===== src/hdl/csi_defs.svh =====
`ifndef CSI_DEFS_SVH
`define CSI_DEFS_SVH

// link shape, two lanes at gear 8
`define CSI_LANES 2
`define CSI_GEAR 8

// RAW10 pixel output
`define CSI_PIX_W 10
`define CSI_PIX_PER_CLK 4

// HS sync pattern at the start of each burst
`define CSI_SYNC_BYTE 8'hB8

`endif

===== src/hdl/csi_pkg.sv =====
`default_nettype none

package csi_pkg;

	`include "csi_defs.svh"

	// byte 0 from lane 0 sits in the low bits
	typedef logic [`CSI_LANES*`CSI_GEAR-1:0] lane_word_t;

	// one lane after bit alignment
	typedef struct packed {
		logic valid;
		logic [`CSI_GEAR-1:0] data;
	} lane_bytes_t;

	// deskewed word of all lanes
	typedef struct packed {
		logic valid;
		lane_word_t data;
	} lane_word_s;

	// data identifier, low six bits (vc bits dropped)
	typedef enum logic [5:0] {
		FRAME_START = 6'h00,
		FRAME_END = 6'h01,
		LINE_START = 6'h02,
		LINE_END = 6'h03,
		RAW10 = 6'h2B
	} data_type_e;

	typedef enum logic [1:0] {
		HEADER0,	// DI and wc low byte
		HEADER1,	// wc high byte and ECC
		PAYLOAD,
		DISCARD	// crc, trailer, unwanted packets
	} dec_state_e;

	typedef struct packed {
		logic valid;
		logic line_active;	// spans the RAW10 payload
		lane_word_t data;
	} payload_s;

	typedef struct packed {
		logic valid;
		logic line_valid;
		logic [`CSI_PIX_PER_CLK-1:0][`CSI_PIX_W-1:0] pixels;	// pixel 0 in low bits
	} pixel_out_s;

endpackage

`default_nettype wire


===== src/hdl/csi_rx_top.sv =====
`timescale 1ns/1ns
`default_nettype none

`include "csi_defs.svh"

module csi_rx_top (
	input logic clk_i,
	input logic reset_i,
	input logic lp_i,	// lane 0 low-power state
	input csi_pkg::lane_word_t raw_i,	// deserialized bytes, lane 0 low
	output csi_pkg::pixel_out_s pixels_o,
	output logic frame_start_o,
	output logic frame_end_o
);

	csi_pkg::lane_bytes_t [`CSI_LANES-1:0] lane_bytes;
	csi_pkg::lane_word_s lane_word;
	csi_pkg::payload_s payload;

	// one bit aligner per lane
	for (genvar i = 0; i < `CSI_LANES; i++)
	begin : g_lane
		csi_byte_aligner u_byte_aligner (
			.clk_i(clk_i),
			.reset_i(reset_i),
			.lp_i(lp_i),
			.byte_i(raw_i[i*`CSI_GEAR +: `CSI_GEAR]),
			.aligned_o(lane_bytes[i])
		);
	end

	csi_lane_aligner u_lane_aligner (
		.clk_i(clk_i),
		.reset_i(reset_i),
		.lp_i(lp_i),
		.lanes_i(lane_bytes),
		.word_o(lane_word)
	);

	// frame sync taken from the frame start packet
	csi_packet_decoder u_packet_decoder (
		.clk_i(clk_i),
		.reset_i(reset_i),
		.word_i(lane_word),
		.payload_o(payload),
		.frame_start_o(frame_start_o),
		.frame_end_o(frame_end_o)
	);

	csi_raw10_depacker u_raw10_depacker (
		.clk_i(clk_i),
		.reset_i(reset_i),
		.payload_i(payload),
		.pixels_o(pixels_o)	// four pixels per valid
	);

endmodule

`default_nettype wire


===== src/hdl/csi_raw10_depacker.sv =====
`timescale 1ns/1ns
`default_nettype none

`include "csi_defs.svh"

module csi_raw10_depacker (
	input logic clk_i,
	input logic reset_i,
	input csi_pkg::payload_s payload_i,
	output csi_pkg::pixel_out_s pixels_o
);

	// five bytes hold four pixels: four msb bytes, then the packed lsbs
	logic [47:0] buf_q;	// up to 4 leftover bytes plus the new word
	logic [2:0] cnt_q;	// bytes held in buf_q
	logic [5:0] shift;
	logic [47:0] mask;
	logic [47:0] merged;
	logic [2:0] fill;
	logic [39:0] group;
	logic [`CSI_PIX_PER_CLK-1:0][`CSI_PIX_W-1:0] pix;
	logic [`CSI_PIX_PER_CLK-1:0][`CSI_PIX_W-1:0] pix_q;
	logic valid_q;
	logic line_valid_q;

	always_comb
	begin
		shift = {cnt_q, 3'b000};	// byte count to bit offset
		mask = (48'd1 << shift) - 48'd1;	// keeps only the held bytes
		merged = (buf_q & mask) | ({32'd0, payload_i.data} << shift);
		fill = cnt_q + 3'd2;
		group = merged[39:0];
		for (int k = 0; k < `CSI_PIX_PER_CLK; k++)
		begin
			// msbs from byte k, lsbs from the fifth byte
			pix[k] = {group[k*8 +: 8], group[32 + 2*k +: 2]};
		end
	end

	// byte data, no reset
	always_ff @(posedge clk_i)
	begin
		if (payload_i.valid)
		begin
			if (fill >= 3'd5)
			begin
				buf_q <= merged >> 40;	// leftover byte moves to the bottom
				pix_q <= pix;
			end
			else
			begin
				buf_q <= merged;
			end
		end
	end

	always_ff @(posedge clk_i)
	begin
		if (reset_i)
		begin
			cnt_q <= 3'd0;
			valid_q <= 1'b0;
			line_valid_q <= 1'b0;
		end
		else
		begin
			valid_q <= 1'b0;
			line_valid_q <= payload_i.line_active;
			if (!payload_i.line_active)
			begin
				cnt_q <= 3'd0;	// drop partial group at line end
			end
			else if (payload_i.valid)
			begin
				if (fill >= 3'd5)
				begin
					cnt_q <= fill - 3'd5;	// words 3 and 5 of each five
					valid_q <= 1'b1;
				end
				else
				begin
					cnt_q <= fill;
				end
			end
		end
	end

	always_comb
	begin
		pixels_o.valid = valid_q;
		pixels_o.line_valid = line_valid_q;
		pixels_o.pixels = pix_q;
	end

endmodule

`default_nettype wire


===== src/hdl/csi_packet_decoder.sv =====
`timescale 1ns/1ns
`default_nettype none

module csi_packet_decoder (
	input logic clk_i,
	input logic reset_i,
	input csi_pkg::lane_word_s word_i,
	output csi_pkg::payload_s payload_o,
	output logic frame_start_o,
	output logic frame_end_o
);

	csi_pkg::dec_state_e state_q;
	csi_pkg::data_type_e dt_q;	// from the first header word
	logic [7:0] wc_lo_q;
	logic [14:0] words_left_q;	// payload words still to pass
	logic [14:0] words;
	logic pay_valid_q;
	logic line_q;
	csi_pkg::lane_word_t pay_data_q;

	// word count is in bytes with two bytes per lane word
	assign words = {word_i.data[7:0], wc_lo_q[7:1]};

	// header fields from the first word
	always_ff @(posedge clk_i)
	begin
		if (word_i.valid && state_q == csi_pkg::HEADER0)
		begin
			dt_q <= csi_pkg::data_type_e'(word_i.data[5:0]);	// vc bits ignored
			wc_lo_q <= word_i.data[15:8];
		end
	end

	always_ff @(posedge clk_i)
	begin
		if (word_i.valid)
		begin
			pay_data_q <= word_i.data;	// one cycle of latency
		end
	end

	always_ff @(posedge clk_i)
	begin
		if (reset_i)
		begin
			state_q <= csi_pkg::HEADER0;
			words_left_q <= '0;
			pay_valid_q <= 1'b0;
			line_q <= 1'b0;
			frame_start_o <= 1'b0;
			frame_end_o <= 1'b0;
		end
		else
		begin
			// pulses and payload valid last one cycle
			pay_valid_q <= 1'b0;
			line_q <= 1'b0;
			frame_start_o <= 1'b0;
			frame_end_o <= 1'b0;

			if (!word_i.valid)
			begin
				state_q <= csi_pkg::HEADER0;	// next burst starts with a header
			end
			else
			begin
				case (state_q)
					csi_pkg::HEADER0:
					begin
						state_q <= csi_pkg::HEADER1;
					end

					csi_pkg::HEADER1:
					begin
						state_q <= csi_pkg::DISCARD;	// unless a line follows
						case (dt_q)
							csi_pkg::FRAME_START: frame_start_o <= 1'b1;
							csi_pkg::FRAME_END: frame_end_o <= 1'b1;
							csi_pkg::RAW10:
							begin
								if (words != 15'd0)
								begin
									words_left_q <= words;
									line_q <= 1'b1;	// line opens a cycle before data
									state_q <= csi_pkg::PAYLOAD;
								end
							end
							default:
							begin
								state_q <= csi_pkg::DISCARD;	// other packets dropped
							end
						endcase
					end

					csi_pkg::PAYLOAD:
					begin
						pay_valid_q <= 1'b1;
						line_q <= 1'b1;
						words_left_q <= words_left_q - 15'd1;
						if (words_left_q == 15'd1)
						begin
							state_q <= csi_pkg::DISCARD;	// crc and trailer follow
						end
					end

					default:
					begin
						state_q <= csi_pkg::DISCARD;	// wait for valid to drop
					end
				endcase
			end
		end
	end

	always_comb
	begin
		payload_o.valid = pay_valid_q;
		payload_o.line_active = line_q;
		payload_o.data = pay_data_q;
	end

endmodule

`default_nettype wire


===== src/hdl/csi_lane_aligner.sv =====
`timescale 1ns/1ns
`default_nettype none

`include "csi_defs.svh"

module csi_lane_aligner (
	input logic clk_i,
	input logic reset_i,
	input logic lp_i,
	input csi_pkg::lane_bytes_t [`CSI_LANES-1:0] lanes_i,
	output csi_pkg::lane_word_s word_o
);

	// four taps per lane, so up to 3 cycles of skew
	logic [`CSI_LANES-1:0][3:0][`CSI_GEAR-1:0] hist_q;
	logic [`CSI_LANES-1:0][1:0] run_q;	// cycles each lane has been valid so far
	logic [`CSI_LANES-1:0][1:0] dly_q;	// tap picked per lane
	logic [`CSI_LANES-1:0] lane_valid;
	logic locked_q;

	always_comb
	begin
		for (int l = 0; l < `CSI_LANES; l++)
		begin
			lane_valid[l] = lanes_i[l].valid;
		end
	end

	// history shift, tap 0 is one cycle old
	always_ff @(posedge clk_i)
	begin
		for (int l = 0; l < `CSI_LANES; l++)
		begin
			hist_q[l][0] <= lanes_i[l].data;
			for (int k = 1; k < 4; k++)
			begin
				hist_q[l][k] <= hist_q[l][k-1];
			end
		end
	end

	always_ff @(posedge clk_i)
	begin
		if (reset_i || lp_i)
		begin
			locked_q <= 1'b0;
			run_q <= '0;
			dly_q <= '0;
		end
		else if (!locked_q)
		begin
			for (int l = 0; l < `CSI_LANES; l++)
			begin
				if (lane_valid[l] && run_q[l] != 2'd3)
				begin
					run_q[l] <= run_q[l] + 2'd1;	// saturates at max skew
				end
			end
			// last lane just came up, early lanes read older taps
			if (&lane_valid)
			begin
				locked_q <= 1'b1;
				dly_q <= run_q;
			end
		end
	end

	// one word, one valid; rises a cycle after the latest lane
	always_comb
	begin
		word_o.valid = locked_q;
		for (int l = 0; l < `CSI_LANES; l++)
		begin
			word_o.data[l*`CSI_GEAR +: `CSI_GEAR] = hist_q[l][dly_q[l]];
		end
	end

endmodule

`default_nettype wire


===== src/hdl/csi_byte_aligner.sv =====
`timescale 1ns/1ns
`default_nettype none

`include "csi_defs.svh"

module csi_byte_aligner (
	input logic clk_i,
	input logic reset_i,
	input logic lp_i,	// lane in low-power state, drops the lock
	input logic [`CSI_GEAR-1:0] byte_i,
	output csi_pkg::lane_bytes_t aligned_o
);

	logic [`CSI_GEAR-1:0] cur_q;	// newest raw byte
	logic [`CSI_GEAR-1:0] prev_q;	// raw byte before that
	logic [2*`CSI_GEAR-1:0] window;
	logic locked_q;
	logic [2:0] offset_q;	// bit position of the sync byte in the window
	logic found;
	logic [2:0] found_offset;

	// raw history, earlier bits in the low half
	always_ff @(posedge clk_i)
	begin
		cur_q <= byte_i;
		prev_q <= cur_q;
	end

	assign window = {cur_q, prev_q};

	// scan every bit offset for the sync pattern
	always_comb
	begin
		found = 1'b0;
		found_offset = 3'd0;
		for (int o = `CSI_GEAR - 1; o >= 0; o--)
		begin
			if (window[o +: `CSI_GEAR] == `CSI_SYNC_BYTE)
			begin
				found = 1'b1;	// lowest offset wins
				found_offset = 3'(o);
			end
		end
	end

	// lock on first hit, hold until low power
	always_ff @(posedge clk_i)
	begin
		if (reset_i)
		begin
			locked_q <= 1'b0;
			offset_q <= 3'd0;
		end
		else if (lp_i)
		begin
			locked_q <= 1'b0;
			offset_q <= 3'd0;
		end
		else if (!locked_q && found)
		begin
			locked_q <= 1'b1;
			offset_q <= found_offset;	// next window starts at the byte after sync
		end
	end

	// byte carried by a raw byte shows up two cycles later
	always_comb
	begin
		aligned_o.valid = locked_q;
		aligned_o.data = window[offset_q +: `CSI_GEAR];
	end

endmodule

`default_nettype wire


===== config.mk =====
export PLATFORM = sky130hd
export DESIGN_NAME = csi_rx_top
export DESIGN_NICKNAME = d
export VERILOG_FILES = /design/src/hdl/csi_pkg.sv /design/src/hdl/csi_rx_top.sv /design/src/hdl/csi_raw10_depacker.sv /design/src/hdl/csi_packet_decoder.sv /design/src/hdl/csi_lane_aligner.sv /design/src/hdl/csi_byte_aligner.sv
export VERILOG_INCLUDE_DIRS = /design/src /design/src/hdl
export SDC_FILE = /design/constraint.sdc
export NUM_CORES = 1
export LEC_CHECK = 0
export BUFFER_PORTS_ARGS = -buffer_cell sky130_fd_sc_hd__buf_4
export CORE_MARGIN = 2
export CORE_UTILIZATION = 50
export CTS_BUF_LIST = sky130_fd_sc_hd__clkbuf_4 sky130_fd_sc_hd__clkbuf_8
export CTS_CLUSTER_DIAMETER = 60
export DETAILED_ROUTE_END_ITERATION = 8
export PLACE_DENSITY_LB_ADDON = 0.05
export RECOVER_POWER = 25
export SKIP_LAST_GASP = 1
export SYNTH_ARGS = -nofsm -noshare
export SYNTH_HDL_FRONTEND = slang
export SYNTH_SLANG_ARGS = --single-unit

===== constraint.sdc =====
create_clock -name clk_i -period 4.15 [get_ports clk_i]
set_clock_uncertainty 0.2 [all_clocks]
set_input_delay 0.83 -clock clk_i [delete_from_list [all_inputs] [get_ports clk_i]]
set_output_delay 0.83 -clock clk_i [all_outputs]
set_load 0.01 [all_outputs]

==> flow_metrics.py <==
metrics = {
    "status": {
        "status": "finished, violations left",
        "violations": "capacitance limit, slew limit",
    },
    "floorplan": {
        "core-area_um2": 20200,
        "ioPinCount": 63,
        "fp.dieW_um": 148,
        "chipHeight_um": 148,
        "start_util_pct": 50.9,
        "std_cell_rows": 52,
        "dieArea_um2": 21800,
    },
    "timing": {
        "rsz0062_at_grt": "false",
        "final.period_utilization_pct": 74.7,
        "max_freq_mhz": 323,
        "slew_headroom_pct": -90.1,
        "worstMarginPinSlew_ns": 2.85,
        "hold_viol_final": 0,
        "fin_setup_tns_ns": 0,
        "setup_viol": 0,
        "min_period_ns": 3.10,
        "hold_slack_ns": 0.126,
        "final-max-slew-violation-count": 52,
    },
    "worst_setup_path": {
        "slowest_stage": "clkbuf_1",
        "required_ns": 4.37,
        "crit_chain": "clkbuf_1, mux2i_1, nor2_1",
        "endpoint_kind": "flip-flop",
        "worstSetupStartpoint": "u_packet_decoder.pay_valid_q",
        "cp-start-kind": "flip-flop",
        "worstSetupPathType": "flip-flop to flip-flop",
        "rr_startpoint": "u_packet_decoder.pay_valid_q",
        "critPathBufInv": 1,
        "critPathMaxStageDelay_ns": 2.02,
        "critPathTopFamily": "buffers and inverters",
        "arrival_ns": 3.32,
        "critPathMaxFanout": 51,
    },
    "grt": {
        "grt_max_degree": 52,
        "antenna_found_initial": 0,
        "first_global_vias": 6882,
        "grt.total_usage_pct": 20.6,
        "overflow": 0,
        "grt_pass1_wl_um": 35800,
    },
    "synth": {
        "ys_ff_latch": 256,
        "syn_area_per_cell_um2": 12.5,
        "yosysWarnings": 0,
        "synth_area_um2": 10300,
        "synth_enable_flop_cells": 117,
        "synth_cell_type_count": 67,
        "synthCells": 825,
        "synthArstFlopShare_pct": 0,
        "synth_seq_area_share_pct": 61.1,
        "syn_nets": 860,
        "synth_ff_type": "dfxtp_1",
    },
    "place": {
        "dpl.cell_count": 1128,
        "placed_cell_area_um2": 11000,
        "hpwl_um": 15200,
        "place_congestion": 0.867,
        "io_buffers": 62,
    },
    "clock_tree": {
        "cts_hold_buf": 0,
        "clock-root-buffer": "clkbuf_8",
        "cts_tree": "done",
        "cts_sinks": 256,
        "h-tree-depth": 2,
        "clkSlewWorstSetupHoldPaths_ns": 0.06,
        "postCtsSetupBuffers": 0,
        "postCtsResizedCells": 0,
        "cts_max_path_buffers": 3,
        "clock_latency_ns": 0.54,
        "numCtsBuffers": 42,
    },
    "routing": {
        "drc_errors": 0,
        "drt_iter0_drc": 525,
        "detail-route-antenna-nets": 0,
        "dr.pass1.iters": 7,
        "via_per_inst": 5.73,
        "vias": 6912,
        "wl_per_cell_um": 18.5,
        "wl_um": 22400,
    },
    "layout": {
        "design_area_um2": 11800,
        "multiInputGateArea_um2": 3660,
        "seqCellArea_um2": 6300,
        "finish.utilization_pct": 58.3,
        "final_cells": 1206,
        "n_antenna_cell": 0,
        "syn_to_final_growth_pct": 14.4,
        "fin_nets": 937,
        "drive_above_1_share_pct": 20.1,
        "fillerInstances": 1658,
    },
    "worst_hold_path": {
        "worstHoldStart": "g_lane[1].u_byte_aligner.cur_q[7]",
        "hp-class": "flip-flop to flip-flop",
    },
    "power_and_ir_drop": {
        "p_leak_nw": 4.52,
        "ir_drop_mv": 0.345,
        "powerDensity_nw_per_um2": 418,
    },
    "flow_run": {
        "cap_violations": 1,
    },
}
-- Yosys cell counts, drive strengths merged (2+ instances only) --
| cell type | count | area (µm²) |
|---|---|---|
| or4 | 2 | 16.3 |
| nor2 | 61 | 229 |
| o32ai | 7 | 83.8 |
| dfxtp | 139 | 2780 |
| nand4 | 3 | 18.8 |
| mux2 | 15 | 169 |
| ha | 16 | 200 |
| o21ai | 51 | 255 |
| or3 | 3 | 20.0 |
| nor2b | 6 | 37.5 |
| a41oi | 3 | 26.3 |
| inv | 41 | 154 |
| a21oi | 34 | 170 |
| and3 | 13 | 82.6 |
| nand3 | 12 | 65.1 |
| o311ai | 7 | 61.3 |
| buf | 10 | 71.3 |
| nor4 | 4 | 40.0 |
| a22oi | 4 | 30.0 |
| nor4bb | 23 | 230 |
| clkbuf | 27 | 119 |
| edfxtp | 117 | 3510 |
| o31ai | 5 | 37.5 |
| xnor2 | 4 | 35.0 |
| a222oi | 15 | 150 |
| a31oi | 4 | 25.0 |
| nor3 | 14 | 80.1 |
| mux2i | 31 | 310 |
| and2 | 28 | 175 |
| a211oi | 9 | 67.6 |
| a311oi | 3 | 26.3 |
| or2 | 3 | 18.8 |
| o21a | 3 | 22.5 |
| nand2 | 60 | 225 |
| mux4 | 23 | 537 |
| o211ai | 2 | 15.0 |
| a22o | 8 | 70.1 |
-- layout by cell type, fill, tap and decap left out, types with 16 or more instances in the layout --
cell type,n
inv_1,40
nor4bb_1,23
nor2_1,61
buf_4,52
dfxtp_1,139
o21ai_0,50
edfxtp_1,117
a21oi_1,34
mux2i_1,31
clkbuf_8,43
nand2_1,60
clkbuf_4,28
and2_1,28
mux4_2,18
ha_1,16
-- power by group --
part / switching (mW) / internal [mW] / total (mW)
combinational: 0.0468 / 0.0548 / 0.102
sequential: 0.0422 / 2.68 / 2.72
clock: 0.963 / 1.15 / 2.11
-- cell type report --
type | count | area share (%)
flip-flops and latches | 256 | 53.4
repair buffers | 70 | 4.39
clock buffers | 55 | 5.78
well taps | 270 | 2.86
clock inverters | 23 | 1.20
inverters | 41 | 1.30
multi-input cells | 491 | 31.1
-- state kept, by name, summed over array words and instances (netlist names) --
signal,flops
u_raw10_depacker.cnt_q,3
g_lane.u_byte_aligner.cur_q,16
u_raw10_depacker.line_valid_q,1
u_packet_decoder.wc_lo_q,7
u_packet_decoder.pay_valid_q,1
g_lane.u_byte_aligner.locked_q,2
u_packet_decoder.frame_end_o,1
u_packet_decoder.dt_q,6
u_packet_decoder.state_q,2
u_packet_decoder.frame_start_o,1
g_lane.u_byte_aligner.offset_q,6
u_lane_aligner.run_q,4
u_lane_aligner.hist_q,64
u_packet_decoder.words_left_q,15
u_packet_decoder.line_q,1
u_lane_aligner.locked_q,1
u_raw10_depacker.pixels_o,40
g_lane.u_byte_aligner.prev_q,16
u_raw10_depacker.valid_q,1
u_raw10_depacker.buf_q,48
u_packet_decoder.pay_data_q,16
u_lane_aligner.dly_q,4
-- stage by stage --
step           power [mW]  setup WS (ns)
2_1_floorplan        2.83          0.993
3_3_place_gp         2.87           1.25
3_5_place_dp         2.88           1.14
4_1_cts              4.99           1.13
5_1_grt              5.13          0.696
6_report             4.94           1.05
-- cells by family after synthesis --
group / count (synthesis) / share of synthesized area [%]
xor gates and xnor gates: 5 / 0.425
AOI/OAI and AO/OA: 165 / 11.0
muxes: 69 / 9.86
buffers and inverters: 78 / 3.34
adders and majority gates: 16 / 1.94
and+or+nand+nor: 236 / 12.4
DFF: 256 / 61.1
-- layer usage --
layer	track usage (%)	share of wire [%]	vias up
li1	-	-	3266
met1	28.2	45	3362
met2	32.7	47	246
met3	4.75	6.5	38
met4	6.97	2.0	0
met5	0	0	-
-- final timing paths --
check / end / slack, ns / depth (start not counted)
worst min-delay path: g_lane[1].u_byte_aligner.prev_q[7] / 0.13 / 0
worst max register to register: u_raw10_depacker.cnt_q[2] / 1.05 / 3
worst min register to register: g_lane[1].u_byte_aligner.prev_q[7] / 0.13 / 0
worst max-delay path: u_raw10_depacker.cnt_q[2] / 1.05 / 3
Power figures use the tool's default switching activity.
